--- src/pfb_defines.svh ---
//================================================
// Width and geometry macros for the prefetch
// buffer, with the address split into tag/index
//================================================
`ifndef PFB_DEFINES_SVH
`define PFB_DEFINES_SVH

// Requester and memory bus widths
`define PFB_ADDR_W 32
`define PFB_DATA_W 32
`define PFB_LINE_W 128
`define PFB_OPQ_W  8

// Two ways of 8 sets each
`define PFB_NSETS  8
`define PFB_IDX_W  3

// Selects one of the four words in a line
`define PFB_OFS_W  2

// Tag is whatever sits above the 16-byte line offset and the index
`define PFB_TAG_W  (`PFB_ADDR_W - 4 - `PFB_IDX_W)

`endif

--- src/pfb_pkg.sv ---
//================================================
// Shared types: requester operations, memory
// operations and controller states
//================================================
package pfb_pkg;

  // Operations a requester may issue
  typedef enum logic [2:0] {
    REQ_READ    = 3'd0,
    REQ_WRITE   = 3'd1,
    REQ_AMO_ADD = 3'd2,
    REQ_AMO_AND = 3'd3,
    REQ_AMO_OR  = 3'd4
  } req_type_e;

  // Whole-line memory operations
  typedef enum logic [0:0] {
    MEM_READ  = 1'b0,
    MEM_WRITE = 1'b1
  } mem_type_e;

  // Controller FSM states
  typedef enum logic [3:0] {
    ST_IDLE         = 4'd0,
    ST_TAG_CHECK    = 4'd1,
    ST_EVICT_REQ    = 4'd2,
    ST_EVICT_WAIT   = 4'd3,
    ST_REFILL_REQ   = 4'd4,
    ST_REFILL_WAIT  = 4'd5,
    ST_REFILL_WRITE = 4'd6,
    ST_ACCESS       = 4'd7,
    ST_RESPOND      = 4'd8
  } pfb_state_e;

endpackage

--- src/pfb_ctrl.sv ---
//================================================
// Controller FSM: lookup, write-back, refill,
// array access and response sequencing
//================================================
`include "pfb_defines.svh"

module pfb_ctrl (
  input  logic               clk,
  input  logic               arst_n,
  input  logic               accept,
  input  pfb_pkg::req_type_e req_type,
  input  logic               hit,
  input  logic               hit_way,
  input  logic               victim_way,
  input  logic               victim_dirty,
  input  logic               memresp_val,
  output logic               busy,
  output logic               tag_ren,
  output logic               way_sel,
  output logic               tag_wen,
  output logic               data_wen,
  output logic               is_refill,
  output logic               line_reg_en,
  output logic               victim_tag_en,
  output logic               mark_dirty,
  output logic               clear_dirty,
  output logic               lru_update,
  output pfb_pkg::req_type_e amo_op,
  output logic               resp_load,
  output logic               memreq_fire,
  output logic               memreq_is_write
);

  pfb_pkg::pfb_state_e state;
  pfb_pkg::pfb_state_e state_next;
  logic                way_q;
  logic                is_store;
  logic                in_access;

  // Anything other than a plain read modifies the line
  assign is_store  = (req_type != pfb_pkg::REQ_READ);
  assign in_access = (state == pfb_pkg::ST_ACCESS);

  //================================================
  // State and chosen way
  //================================================
  always_ff @(posedge clk or negedge arst_n) begin
    if (!arst_n) begin
      state <= pfb_pkg::ST_IDLE;
      way_q <= 1'b0;
    end else begin
      state <= state_next;
      // Hit or victim way is fixed once the tags are checked
      if (tag_ren) begin
        way_q <= way_sel;
      end
    end
  end

  always_comb begin
    state_next = state;
    case (state)
      pfb_pkg::ST_IDLE: begin
        if (accept) begin
          state_next = pfb_pkg::ST_TAG_CHECK;
        end
      end
      pfb_pkg::ST_TAG_CHECK: begin
        if (hit) begin
          state_next = pfb_pkg::ST_ACCESS;
        end else if (victim_dirty) begin
          state_next = pfb_pkg::ST_EVICT_REQ;
        end else begin
          state_next = pfb_pkg::ST_REFILL_REQ;
        end
      end
      pfb_pkg::ST_EVICT_REQ:  state_next = pfb_pkg::ST_EVICT_WAIT;
      pfb_pkg::ST_EVICT_WAIT: begin
        // Write-back acknowledge
        if (memresp_val) begin
          state_next = pfb_pkg::ST_REFILL_REQ;
        end
      end
      pfb_pkg::ST_REFILL_REQ:  state_next = pfb_pkg::ST_REFILL_WAIT;
      pfb_pkg::ST_REFILL_WAIT: begin
        if (memresp_val) begin
          state_next = pfb_pkg::ST_REFILL_WRITE;
        end
      end
      pfb_pkg::ST_REFILL_WRITE: state_next = pfb_pkg::ST_ACCESS;
      pfb_pkg::ST_ACCESS:       state_next = pfb_pkg::ST_RESPOND;
      pfb_pkg::ST_RESPOND: begin
        // Back-to-back request may follow the response
        state_next = accept ? pfb_pkg::ST_TAG_CHECK : pfb_pkg::ST_IDLE;
      end
      default: state_next = pfb_pkg::ST_IDLE;
    endcase
  end

  //================================================
  // Datapath and output controls
  //================================================
  assign busy    = (state != pfb_pkg::ST_IDLE) && (state != pfb_pkg::ST_RESPOND);
  assign tag_ren = (state == pfb_pkg::ST_TAG_CHECK);

  assign way_sel = tag_ren ? (hit ? hit_way : victim_way) : way_q;

  // Line register takes the looked-up line or the refill line
  assign line_reg_en   = tag_ren || is_refill;
  assign victim_tag_en = tag_ren && !hit;

  assign is_refill   = (state == pfb_pkg::ST_REFILL_WRITE);
  assign tag_wen     = is_refill;
  assign clear_dirty = is_refill;

  assign data_wen   = is_refill || (in_access && is_store);
  assign mark_dirty = in_access && is_store;
  assign lru_update = in_access;
  assign amo_op     = req_type;
  assign resp_load  = in_access;

  assign memreq_fire     = (state == pfb_pkg::ST_EVICT_REQ) ||
                           (state == pfb_pkg::ST_REFILL_REQ);
  assign memreq_is_write = (state == pfb_pkg::ST_EVICT_REQ);

endmodule

--- src/pfb_dpath.sv ---
//================================================
// Datapath: tag/data arrays, dirty and LRU state,
// refill register and atomic merge
//================================================
`include "pfb_defines.svh"

module pfb_dpath (
  input  logic                   clk,
  input  logic                   arst_n,
  input  logic [`PFB_TAG_W-1:0]  req_tag,
  input  logic [`PFB_IDX_W-1:0]  req_idx,
  input  logic [`PFB_OFS_W-1:0]  req_ofs,
  input  logic [`PFB_DATA_W-1:0] req_data,
  input  logic                   memresp_val,
  input  logic [`PFB_LINE_W-1:0] memresp_data,
  input  logic                   tag_ren,
  input  logic                   way_sel,
  input  logic                   tag_wen,
  input  logic                   data_wen,
  input  logic                   is_refill,
  input  logic                   line_reg_en,
  input  logic                   victim_tag_en,
  input  logic                   mark_dirty,
  input  logic                   clear_dirty,
  input  logic                   lru_update,
  input  pfb_pkg::req_type_e     amo_op,
  output logic                   hit,
  output logic                   hit_way,
  output logic                   victim_way,
  output logic                   victim_dirty,
  output logic [`PFB_LINE_W-1:0] read_line,
  output logic [`PFB_TAG_W-1:0]  victim_tag,
  output logic [`PFB_DATA_W-1:0] old_word
);

  localparam int DW    = `PFB_DATA_W;
  localparam int WORDS = `PFB_LINE_W / `PFB_DATA_W;

  //================================================
  // Storage
  //================================================
  logic [`PFB_TAG_W-1:0]          tag_mem  [2][`PFB_NSETS];
  logic [`PFB_LINE_W-1:0]         data_mem [2*`PFB_NSETS];
  logic [1:0][`PFB_NSETS-1:0]     valid;
  logic [1:0][`PFB_NSETS-1:0]     dirty;
  logic [`PFB_NSETS-1:0]          lru;

  logic [1:0]                     match;
  logic [`PFB_IDX_W:0]            line_addr;
  logic [`PFB_LINE_W-1:0]         array_line;
  logic [`PFB_LINE_W-1:0]         mem_line;
  logic [`PFB_LINE_W-1:0]         fill_line;
  logic [WORDS-1:0]               word_en;
  logic [`PFB_DATA_W-1:0]         new_word;

  // Lookup on both ways at once
  assign match[0] = valid[0][req_idx] && (tag_mem[0][req_idx] == req_tag);
  assign match[1] = valid[1][req_idx] && (tag_mem[1][req_idx] == req_tag);
  assign hit      = tag_ren && (|match);
  assign hit_way  = match[1];

  // Empty way first, otherwise the LRU way
  always_comb begin
    if (!valid[0][req_idx]) begin
      victim_way = 1'b0;
    end else if (!valid[1][req_idx]) begin
      victim_way = 1'b1;
    end else begin
      victim_way = lru[req_idx];
    end
  end

  assign victim_dirty = valid[victim_way][req_idx] && dirty[victim_way][req_idx];

  // Lines of one set sit next to each other
  assign line_addr  = {req_idx, way_sel};
  assign array_line = data_mem[line_addr];

  //================================================
  // Line, refill and victim registers
  //================================================
  always_ff @(posedge clk) begin
    if (memresp_val) begin
      mem_line <= memresp_data;
    end
    if (line_reg_en) begin
      read_line <= is_refill ? mem_line : array_line;
    end
    if (victim_tag_en) begin
      victim_tag <= tag_mem[way_sel][req_idx];
    end
  end

  assign old_word = read_line[req_ofs*DW +: DW];

  // Atomic unit
  always_comb begin
    case (amo_op)
      pfb_pkg::REQ_AMO_ADD: new_word = old_word + req_data;
      pfb_pkg::REQ_AMO_AND: new_word = old_word & req_data;
      pfb_pkg::REQ_AMO_OR:  new_word = old_word | req_data;
      default:              new_word = req_data;
    endcase
  end

  // Store word goes to every slot, only the addressed one is enabled
  assign fill_line = is_refill ? mem_line : {WORDS{new_word}};
  assign word_en   = is_refill ? {WORDS{1'b1}} : ({{(WORDS-1){1'b0}}, 1'b1} << req_ofs);

  always_ff @(posedge clk) begin
    if (data_wen) begin
      for (int i = 0; i < WORDS; i++) begin
        if (word_en[i]) begin
          data_mem[line_addr][i*DW +: DW] <= fill_line[i*DW +: DW];
        end
      end
    end
    if (tag_wen) begin
      tag_mem[way_sel][req_idx] <= req_tag;
    end
  end

  //================================================
  // Valid, dirty and LRU bits
  //================================================
  always_ff @(posedge clk or negedge arst_n) begin
    if (!arst_n) begin
      valid <= '0;
      dirty <= '0;
      lru   <= '0;
    end else begin
      if (tag_wen) begin
        valid[way_sel][req_idx] <= 1'b1;
      end
      if (mark_dirty) begin
        dirty[way_sel][req_idx] <= 1'b1;
      end else if (clear_dirty) begin
        dirty[way_sel][req_idx] <= 1'b0;
      end
      // lru holds the way to evict next
      if (lru_update) begin
        lru[req_idx] <= ~way_sel;
      end
    end
  end

endmodule

--- src/pfb_req_capture.sv ---
//================================================
// Request capture: accept strobe and address split
//================================================
`include "pfb_defines.svh"

module pfb_req_capture (
  input  logic                   clk,
  input  logic                   arst_n,
  input  logic                   cachereq_val,
  input  pfb_pkg::req_type_e     cachereq_type,
  input  logic [`PFB_OPQ_W-1:0]  cachereq_opaque,
  input  logic [`PFB_ADDR_W-1:0] cachereq_addr,
  input  logic [`PFB_DATA_W-1:0] cachereq_data,
  input  logic                   busy,
  output logic                   accept,
  output pfb_pkg::req_type_e     req_type,
  output logic [`PFB_OPQ_W-1:0]  req_opaque,
  output logic [`PFB_TAG_W-1:0]  req_tag,
  output logic [`PFB_IDX_W-1:0]  req_idx,
  output logic [`PFB_OFS_W-1:0]  req_ofs,
  output logic [`PFB_DATA_W-1:0] req_data
);

  // A strobe that lands while busy is dropped
  assign accept = cachereq_val && !busy;

  always_ff @(posedge clk or negedge arst_n) begin
    if (!arst_n) begin
      req_type   <= pfb_pkg::REQ_READ;
      req_opaque <= '0;
    end else if (accept) begin
      req_type   <= cachereq_type;
      req_opaque <= cachereq_opaque;
    end
  end

  // Tag, set index and word offset
  // The two byte-select bits are not kept
  always_ff @(posedge clk) begin
    if (accept) begin
      req_tag  <= cachereq_addr[`PFB_ADDR_W-1 -: `PFB_TAG_W];
      req_idx  <= cachereq_addr[(2 + `PFB_OFS_W) +: `PFB_IDX_W];
      req_ofs  <= cachereq_addr[2 +: `PFB_OFS_W];
      req_data <= cachereq_data;
    end
  end

endmodule

--- src/pfb_resp_format.sv ---
//================================================
// Output side: registered cache response and
// line-wide memory request
//================================================
`include "pfb_defines.svh"

module pfb_resp_format (
  input  logic                   clk,
  input  logic                   arst_n,
  input  logic                   resp_load,
  input  logic                   memreq_fire,
  input  logic                   memreq_is_write,
  input  pfb_pkg::req_type_e     req_type,
  input  logic [`PFB_OPQ_W-1:0]  req_opaque,
  input  logic [`PFB_TAG_W-1:0]  req_tag,
  input  logic [`PFB_IDX_W-1:0]  req_idx,
  input  logic [`PFB_OFS_W-1:0]  req_ofs,
  input  logic [`PFB_DATA_W-1:0] old_word,
  input  logic [`PFB_LINE_W-1:0] read_line,
  input  logic [`PFB_TAG_W-1:0]  victim_tag,
  output logic                   cacheresp_val,
  output pfb_pkg::req_type_e     cacheresp_type,
  output logic [`PFB_OPQ_W-1:0]  cacheresp_opaque,
  output logic [`PFB_DATA_W-1:0] cacheresp_data,
  output logic                   memreq_val,
  output pfb_pkg::mem_type_e     memreq_type,
  output logic [`PFB_ADDR_W-1:0] memreq_addr,
  output logic [`PFB_LINE_W-1:0] memreq_data
);

  logic [`PFB_DATA_W-1:0] read_word;
  logic [`PFB_TAG_W-1:0]  line_tag;

  assign read_word = read_line[req_ofs*`PFB_DATA_W +: `PFB_DATA_W];
  // Write-back goes to the victim's address
  assign line_tag  = memreq_is_write ? victim_tag : req_tag;

  always_ff @(posedge clk or negedge arst_n) begin
    if (!arst_n) begin
      cacheresp_val <= 1'b0;
      memreq_val    <= 1'b0;
    end else begin
      cacheresp_val <= resp_load;
      memreq_val    <= memreq_fire;
    end
  end

  always_ff @(posedge clk) begin
    if (resp_load) begin
      cacheresp_type   <= req_type;
      cacheresp_opaque <= req_opaque;
      case (req_type)
        pfb_pkg::REQ_READ:  cacheresp_data <= read_word;
        pfb_pkg::REQ_WRITE: cacheresp_data <= '0;
        default:            cacheresp_data <= old_word;
      endcase
    end
    if (memreq_fire) begin
      memreq_type <= memreq_is_write ? pfb_pkg::MEM_WRITE : pfb_pkg::MEM_READ;
      memreq_addr <= {line_tag, req_idx, {(`PFB_OFS_W + 2){1'b0}}};
      memreq_data <= memreq_is_write ? read_line : '0;
    end
  end

endmodule

--- src/prefetch_buffer.sv ---
//================================================
// Prefetch buffer top: capture, controller,
// datapath and output stage
//================================================
`include "pfb_defines.svh"

module prefetch_buffer (
  input  logic                   clk,
  input  logic                   arst_n,
  input  logic                   cachereq_val,
  input  pfb_pkg::req_type_e     cachereq_type,
  input  logic [`PFB_OPQ_W-1:0]  cachereq_opaque,
  input  logic [`PFB_ADDR_W-1:0] cachereq_addr,
  input  logic [`PFB_DATA_W-1:0] cachereq_data,
  output logic                   cacheresp_val,
  output pfb_pkg::req_type_e     cacheresp_type,
  output logic [`PFB_OPQ_W-1:0]  cacheresp_opaque,
  output logic [`PFB_DATA_W-1:0] cacheresp_data,
  output logic                   busy,
  output logic                   memreq_val,
  output pfb_pkg::mem_type_e     memreq_type,
  output logic [`PFB_ADDR_W-1:0] memreq_addr,
  output logic [`PFB_LINE_W-1:0] memreq_data,
  input  logic                   memresp_val,
  input  logic [`PFB_LINE_W-1:0] memresp_data
);

  // Captured request fields
  logic                   accept;
  pfb_pkg::req_type_e     req_type;
  logic [`PFB_OPQ_W-1:0]  req_opaque;
  logic [`PFB_TAG_W-1:0]  req_tag;
  logic [`PFB_IDX_W-1:0]  req_idx;
  logic [`PFB_OFS_W-1:0]  req_ofs;
  logic [`PFB_DATA_W-1:0] req_data;

  // Controller to datapath
  logic tag_ren, way_sel, tag_wen, data_wen, is_refill;
  logic line_reg_en, victim_tag_en, mark_dirty, clear_dirty, lru_update;
  pfb_pkg::req_type_e amo_op;

  // Datapath status and output-side controls
  logic hit, hit_way, victim_way, victim_dirty;
  logic resp_load, memreq_fire, memreq_is_write;
  logic [`PFB_LINE_W-1:0] read_line;
  logic [`PFB_TAG_W-1:0]  victim_tag;
  logic [`PFB_DATA_W-1:0] old_word;

  pfb_req_capture req_capture_inst (
    .clk, .arst_n, .cachereq_val, .cachereq_type, .cachereq_opaque,
    .cachereq_addr, .cachereq_data, .busy, .accept, .req_type,
    .req_opaque, .req_tag, .req_idx, .req_ofs, .req_data
  );

  pfb_ctrl ctrl_inst (
    .clk, .arst_n, .accept, .req_type, .hit, .hit_way, .victim_way,
    .victim_dirty, .memresp_val, .busy, .tag_ren, .way_sel, .tag_wen,
    .data_wen, .is_refill, .line_reg_en, .victim_tag_en, .mark_dirty,
    .clear_dirty, .lru_update, .amo_op, .resp_load, .memreq_fire,
    .memreq_is_write
  );

  pfb_dpath dpath_inst (
    .clk, .arst_n, .req_tag, .req_idx, .req_ofs, .req_data, .memresp_val,
    .memresp_data, .tag_ren, .way_sel, .tag_wen, .data_wen, .is_refill,
    .line_reg_en, .victim_tag_en, .mark_dirty, .clear_dirty, .lru_update,
    .amo_op, .hit, .hit_way, .victim_way, .victim_dirty, .read_line,
    .victim_tag, .old_word
  );

  pfb_resp_format resp_format_inst (
    .clk, .arst_n, .resp_load, .memreq_fire, .memreq_is_write, .req_type,
    .req_opaque, .req_tag, .req_idx, .req_ofs, .old_word, .read_line,
    .victim_tag, .cacheresp_val, .cacheresp_type, .cacheresp_opaque,
    .cacheresp_data, .memreq_val, .memreq_type, .memreq_addr, .memreq_data
  );

endmodule

--- config.mk ---
export PLATFORM = sky130hd
export DESIGN_NAME = prefetch_buffer
export DESIGN_NICKNAME = d
export VERILOG_FILES = /design/src/pfb_pkg.sv /design/src/pfb_ctrl.sv /design/src/pfb_dpath.sv /design/src/pfb_req_capture.sv /design/src/pfb_resp_format.sv /design/src/prefetch_buffer.sv
export VERILOG_INCLUDE_DIRS = /design/src
export SDC_FILE = /design/constraint.sdc
export NUM_CORES = 2
export LEC_CHECK = 0
export ABC_CLOCK_PERIOD_IN_PS = 12900
export BUFFER_PORTS_ARGS = -buffer_cell sky130_fd_sc_hd__buf_2
export CAP_MARGIN = 40
export CORE_MARGIN = 5
export CORE_UTILIZATION = 38
export DETAILED_ROUTE_END_ITERATION = 16
export SYNTH_ARGS = -nofsm -noshare
export SYNTH_HDL_FRONTEND = slang
export SYNTH_SLANG_ARGS = --single-unit
--- constraint.sdc ---
create_clock -name clk -period 12.9 [get_ports clk]
set_input_delay 2.58 -clock clk [delete_from_list [all_inputs] [get_ports clk]]
set_output_delay 2.58 -clock clk [all_outputs]
set_load 0.02 [all_outputs]
### After elaboration in Yosys (flattened, before gate mapping)

Memories as Yosys holds them, arrays and structs flattened. A register that Yosys moved wholly into a read port is not among the register bits.
Index checks and enable logic that the tools add are counted.

* memories: 2
* register bits after elaboration: 473
* word-level logic and storage cells: 145
* bits of input ports: 207
* RAM bits: 2448
* output and inout port bits: 207

Memories
* dpath_inst.data_mem: words 16, bits a word 128, read ports 1, clocked after memory_dff 1, wr ports 1, RTL line pfb_dpath.sv:43 `` logic [`PFB_LINE_W-1:0] data_mem [2*`PFB_NSETS]; ``
* dpath_inst.tag_mem: words 2, bits a word 200, read ports 3, clocked after memory_dff 0, wr ports 1, RTL line pfb_dpath.sv:42 `` logic [`PFB_TAG_W-1:0] tag_mem [2][`PFB_NSETS]; ``

* bitwise logic cells: 8
* muxes and demuxes: 62
* reductions and logical operators: 22
* $add $sub $neg: 1
* order comparisons: 7
* eq/ne operators: 18
* shift-type cells: 2

Operators by type and width (count)
* $bmux 25 s3: 3
* $mux 200: 1
* $mux 25: 8
* $mux 128: 1
* $shiftx 128x8->32: 1
* $pmux 32 s3: 1
* $demux 25 s3: 1
* $eq 25x25->1: 2
* $mux 8: 5
* $pmux 4 s9: 1
* $add 32x32->32: 1
* $and 32x32->32: 1
* $mux 16: 2
* $or 16x16->16: 2
* $or 32x32->32: 1
* $mux 1: 25
* $mux 4: 5
* $and 16x16->16: 1
* $eq 4x3->1 const B: 4
* $not 16->16: 1
* $bmux 1 s3: 5
* $logic_and 1x1->1: 11
* $bwmux 8: 1
* $demux 8 s1: 1
* 28 further kinds: 35

### Longest topological paths before layout

* depth after elaboration: 18
* mapped depth: 22
* gate-level depth less buffers: 16

### Modules after synthesis

Synthesis repeated with hierarchy kept, for this count alone.

* cells, all modules: 5984
* area total of the unflattened synthesis: 121484.0 µm²

By module, submodules not included
* pfb_dpath: area each 110262.0 µm², cells an instance 5380, seq. area each 82949.6 µm², instances 1
* pfb_resp_format: area each 8426.8 µm², cells an instance 457, seq. area each 6055.8 µm², instances 1
* pfb_req_capture: area each 2328.5 µm², cells an instance 86, seq. area each 2137.0 µm², instances 1
* pfb_ctrl: area each 466.7 µm², cells an instance 61, seq. area each 125.1 µm², instances 1

### Least setup slack after synthesis

OpenSTA, ideal clock, no wires.

* kind: reg2reg
* from: register ctrl_inst.state[1]
* to: register resp_format_inst.memreq_val
* path buffers: 1
* slack: 0.305 ns
* period minus slack after synthesis: 12.595 ns
* arrival: 11.384 ns
* required time: 11.689 ns
* cell stages (with the launch flop): 4
* library setup time: 1.211 ns
* path through: dfrtp_1 > clkbuf_1 > xnor2_1 > nor3_1

* word-level cells in the longest chain between the ends: 2
* elaborated cells on any way between the ends: 3
* those cells by class: eq/ne (2); reduce/logical (1)

RTL lines
* from (decl): RTL line pfb_ctrl.sv:34 `pfb_pkg::pfb_state_e state;`
* from (signal assigned): RTL line pfb_ctrl.sv:49 `state <= pfb_pkg::ST_IDLE;`
* from (signal assigned): RTL line pfb_ctrl.sv:52 `state <= state_next;`
* $eq 4x2->1 / $eq 4x3->1 (equally long branches): RTL line pfb_ctrl.sv:122, pfb_ctrl.sv:123
* $logic_or 1x1->1 (*): RTL line pfb_ctrl.sv:122 `assign memreq_fire = (state == pfb_pkg::ST_EVICT_REQ) ||`
* net ctrl_inst.memreq_fire: RTL line pfb_ctrl.sv:30 `output logic memreq_fire,`
* to (signal assigned): RTL line pfb_resp_format.sv:44 `memreq_val <= memreq_fire;`
* to (decl): RTL line pfb_resp_format.sv:25 `output logic memreq_val,`

The timed path passes the listed nets; every way through them passes the cells marked *.
A chain may end at the register's enable or synchronous reset.

### Worst setup path after layout

* from: register req_capture_inst.req_idx[2]
* to: register dpath_inst.read_line[108] (read register of dpath_inst.data_mem), data pin

* word-level cells in the longest chain between the ends: 10
* elaborated cells on any way between the ends: 23
* those cells by class: eq/ne (2); mux (16); bitwise (1); reduce/logical (4)

RTL lines
* from (decl): RTL line pfb_req_capture.sv:19 `` output logic [`PFB_IDX_W-1:0] req_idx, ``
* from (signal assigned): RTL line pfb_req_capture.sv:42 `` req_idx <= cachereq_addr[(2 + `PFB_OFS_W) +: `PFB_IDX_W]; ``
* $not 3->4 (implied by the code): RTL line pfb_dpath.sv:57, pfb_dpath.sv:58
* $bmux 25 s3, on equally long branches: RTL line pfb_dpath.sv:58, pfb_dpath.sv:57
* $mux 25, on equally long branches (2 in a row): RTL line pfb_dpath.sv:58, pfb_dpath.sv:57
* $eq 25x25->1, on equally long branches: RTL line pfb_dpath.sv:58, pfb_dpath.sv:57
* $logic_and 1x1->1, on equally long branches: RTL line pfb_dpath.sv:58, pfb_dpath.sv:57
* $reduce_or 2->1: RTL line pfb_dpath.sv:59 `assign hit = tag_ren && (|match);`
* $logic_and 1x1->1: RTL line pfb_dpath.sv:59
* $mux 1 (2 in a row): RTL line pfb_ctrl.sv:106 `assign way_sel = tag_ren ? (hit ? hit_way : victim_way) : way_q;`
* to (decl): RTL line pfb_dpath.sv:31 `` output logic [`PFB_LINE_W-1:0] read_line, ``

Parallel ways exist; a longest one is shown, timed or not. The select of a mux whose other input is x is not followed.

==> qor.csv <==
stage;metric;value;unit
outcome;status;completed;
sta;final worst-path cycle share;0.704;
power_and_ir_drop;Worst VDD drop;0.242;mV
die;chip height;579;microns
die;Die X;579;microns
die;Core ar.;0.323;sq mm
routing;first drt pass iteration count;8;
yosys;synth unique cells;86;
critical_path;critical path's slowest cell;buf_4;
clocking;Skew-Pair Late Insertion Delay;0.90;ns
global_route;largest net degree at the start of global routing;131;
yosys;XOR/XNOR share of the synthesized area;0.00505;
routing;vias post-DR;76400;
cells_and_area;layout cells sized above 1;0.211;
critical_path;CP max stage delay;0.77;ns
cells_and_area;most frequent cells in the layout;edfxtp_1, nand2_1, a21oi_1;
clocking;Post-CTS Resized;0;
yosys;Synth Area in Compound Gates;0.0720;
yosys;post-synthesis sequential area ratio;0.741;
routing;Via density;6.08;
yosys;synth warn;0;
routing;Routed Antenna Nets;0;
die;num rows;209;
clocking;H-tree Lvls;5;
yosys;mux contribution to synthesized area;0.0990;
routing;Avg WL per Cell;35.1;microns
critical_path;Worst Setup Start Kind;register;
flow_run;max-cap viol count;0;
place;hpwl dp;273000;microns
routing;met1 WL;168000;microns
global_route;global-route wire length before repair;594000;microns
die;io pins;414;
sta;RSZ-0062 raised after global routing;no;
critical_path;crit path capture type;register;
clocking;Clock transition at path regs;0.06;ns
die;Initial Util;0.381;
power_and_ir_drop;Pleak;48.1;nW
yosys;simple-gate share of the synthesized area;0.0551;
yosys;largest family of logic cells by synthesized area;multiplexers;
yosys;Yosys top cell area share;0.729;
yosys;Mapped Avg Cell Area;16.6;sq um
critical_path;Critical Path AT;9.72;ns
yosys;Synth area leader;edfxtp_1;
place;Placement Cell Area;0.132;sq mm
global_route;vias in the first global route;72200;
sta;Slew headroom;0.289;
cells_and_area;fin nets;8254;
yosys;Post-synth EDFFs;2991;
critical_path;worst path required time;13.54;ns
yosys;Post-Synth Adder-Cell Area;0.00666;
clocking;CTS Root Cell;clkbuf_16;
yosys;Synth Register Bits;3049;
global_route;Congestion Overflow GR;0;
sta;actual slew at the worst max-slew pin;1.07;ns
clocking;clk buf depth;4;
routing;number of remaining DRC errors;0;
global_route;initial antenna violation count;46;
critical_path;CP cell instances;buf_4 > buf_4 > nor3b_2 > buf_4 > a22oi_1 > xnor2_1 > nor4_1 > nand4_1 > o21a_1 > o31ai_4 > buf_4 > buf_4 > buf_4 > buf_4 > mux4_2 > a211oi_1 > a2bb2oi_1;
routing;highest metal used;met5;
clocking;CTS tree;done;
place;IO Port Bufs;407;
sta;final setup fails;0;
power_and_ir_drop;Power Density;254;mW/mm^2
sta;TNS Setup;0;ns
die;area of the die;0.336;sq mm
place;Placer Congestion;0.883;
sta;min Tclk post-route;9.08;ns
critical_path;Crit Path Category;reg -> reg;
sta;Final Hold Fails;0;
worst_hold_path;type of the worst min-delay path;reg -> reg;
routing;Routed WL;441000;microns
critical_path;worst reg2reg setup slack;3.82;ns
cells_and_area;commonest non-fill, non-tap cell in the layout;edfxtp_1;
clocking;Post-CTS Setup Bufs;0;
yosys;area of the mapped netlist;0.123;sq mm
sta;clk_skew;0.0906;ns
critical_path;most frequent CP cell;buf_4;
sta;max-slew violation count;0;
yosys;Mapped Cells;7417;
routing;DR iter-0 viols;11800;
yosys;most used flip-flop cell after synthesis;edfxtp_1;
clocking;Sink Count;3049;
cells_and_area;fin area;0.142;sq mm
yosys;async set or reset register ratio after synthesis;0.0190;
global_route;gr usage total;0.255;
clocking;Inserted Clock Buffers;320;
critical_path;CP max FO;49;
cells_and_area;Fillers;28200;
yosys;top cells by area, synth;edfxtp_1, mux4_2, nand2_1;
sta;fmax;0.110;GHz
routing;met2 wire len;193000;microns
clocking;CTS Hold Buffers Added;0;
routing;DR WL met3;61300;microns
cells_and_area;P&R area growth vs syn;15.6;%
Yosys cell counts (all sizes together) (11+ instances only):
| cell type | number |
|---|---|
| edfxtp | 2991 |
| nor4 | 62 |
| nand4 | 14 |
| a31oi | 72 |
| o21ai | 129 |
| a21o | 85 |
| nand2 | 927 |
| a211oi | 48 |
| ha | 64 |
| a2111oi | 36 |
| o221ai | 17 |
| dfrtp | 58 |
| o2bb2ai | 25 |
| a2bb2oi | 24 |
| a32oi | 23 |
| a21oi | 513 |
| buf | 188 |
| mux4 | 355 |
| or2 | 22 |
| inv | 76 |
| o22ai | 132 |
| a22oi | 105 |
| mux2i | 331 |
| nor2b | 11 |
| a221oi | 33 |
| a221o | 32 |
| and2 | 141 |
| mux2 | 78 |
| nand2b | 16 |
| nor2 | 258 |
| clkbuf | 264 |
| o31ai | 30 |
| xnor2 | 45 |
| nand3 | 21 |
| and3 | 18 |
| xor2 | 26 |
| nor3 | 38 |
critical path, delay by kind of cell (launching register included):
| kind | cells | cell delay (ns) |
|---|---|---|
| AOI/OAI and AO/OA | 5 | 1.47 |
| xor gates and xnor gates | 1 | 0.23 |
| buffers and inverters | 7 | 4.23 |
| DFF | 1 | 0.32 |
| muxes | 1 | 0.60 |
| and+or+nand+nor | 3 | 1.76 |
area by class of cell:
class                      count  area, sq um  area share
antenna                       22         55.1    0.000386
clock buffer                 396         8670      0.0609
clock inverter               169         1430      0.0100
inverter                      76          293     0.00206
multi-input combinational   3843        30400       0.213
sequential                  3049        91300       0.641
tap                         4325         5410      0.0380
timing repair buffer         692         4950      0.0348
logic make-up after synthesis:
kind of cell,after synthesis
adder cells (fa/ha/maj),65
AND/OR/NAND/NOR,1560
multiplexers,764
flip-flops,3049
AO/OA/AOI/OAI,1379
buffers and inverters,528
other,1
XOR/XNOR,71
report_power, final:
part	switching, mW	internal [mW]
Combinational	8.66	3.58
Sequential	0.799	14.1
Clock	3.86	5.21
registers in the layout, summed over array words and instances (netlist names), named ones only:
| signal | count |
|---|---|
| ctrl_inst.state | 4 |
| ctrl_inst.way_q | 1 |
| dpath_inst.data_mem | 2048 |
| dpath_inst.lru | 8 |
| dpath_inst.mem_line | 128 |
| dpath_inst.read_line | 128 |
| dpath_inst.tag_mem | 400 |
| dpath_inst.valid | 16 |
| dpath_inst.victim_tag | 25 |
| req_capture_inst.req_data | 32 |
| req_capture_inst.req_idx | 3 |
| req_capture_inst.req_ofs | 2 |
| req_capture_inst.req_opaque | 8 |
| req_capture_inst.req_tag | 25 |
| req_capture_inst.req_type | 3 |
| resp_format_inst.cacheresp_data | 32 |
| resp_format_inst.cacheresp_opaque | 8 |
| resp_format_inst.cacheresp_type | 3 |
| resp_format_inst.cacheresp_val | 1 |
| resp_format_inst.memreq_addr | 28 |
| resp_format_inst.memreq_data | 128 |
| resp_format_inst.memreq_type | 1 |
| resp_format_inst.memreq_val | 1 |
through the flow:
| stage | total power, mW | setup slack (ns) | instances | util | hold WS (ns) |
|---|---|---|---|---|---|
| floorplan | 22.0 | 0.305 | 7420 | - | 0.421 |
| global placement | 26.6 | 3.99 | 11900 | 0.406 | 0.427 |
| detailed placement | 27.1 | 4.01 | 12000 | 0.409 | 0.432 |
| CTS | 36.1 | 3.94 | 12500 | 0.440 | 0.436 |
| global route | 37.4 | 3.58 | 12600 | 0.440 | 0.458 |
| finish | 36.2 | 3.82 | 12600 | 0.440 | 0.445 |
routing by layer:
metal  up-vias  track usage
li1      30300            -
met1     39500        0.355
met2      5604        0.378
met3       961       0.0787
met4        18       0.0938
met5         -            0
path summary, 6_finish.rpt:
kind	cells past startpoint	start	end
hold reg to reg	0	req_capture_inst.req_opaque[0]$_DFFE_PN0P_	resp_format_inst.cacheresp_opaque[0]$_DFFE_PP_
setup reg to reg	17	req_capture_inst.req_idx[2]$_DFFE_PP_	dpath_inst.read_line[108]$_DFFE_PP_
setup / recovery	17	req_capture_inst.req_idx[2]$_DFFE_PP_	dpath_inst.read_line[108]$_DFFE_PP_
min in group asynchronous	2	arst_n	dpath_inst.valid[1]$_DFFE_PN0P_
max in group asynchronous	2	arst_n	req_capture_inst.req_type[0]$_DFFE_PN0P_
hold / removal	0	req_capture_inst.req_opaque[0]$_DFFE_PN0P_	resp_format_inst.cacheresp_opaque[0]$_DFFE_PP_
(Power assumes the default switching activity.)
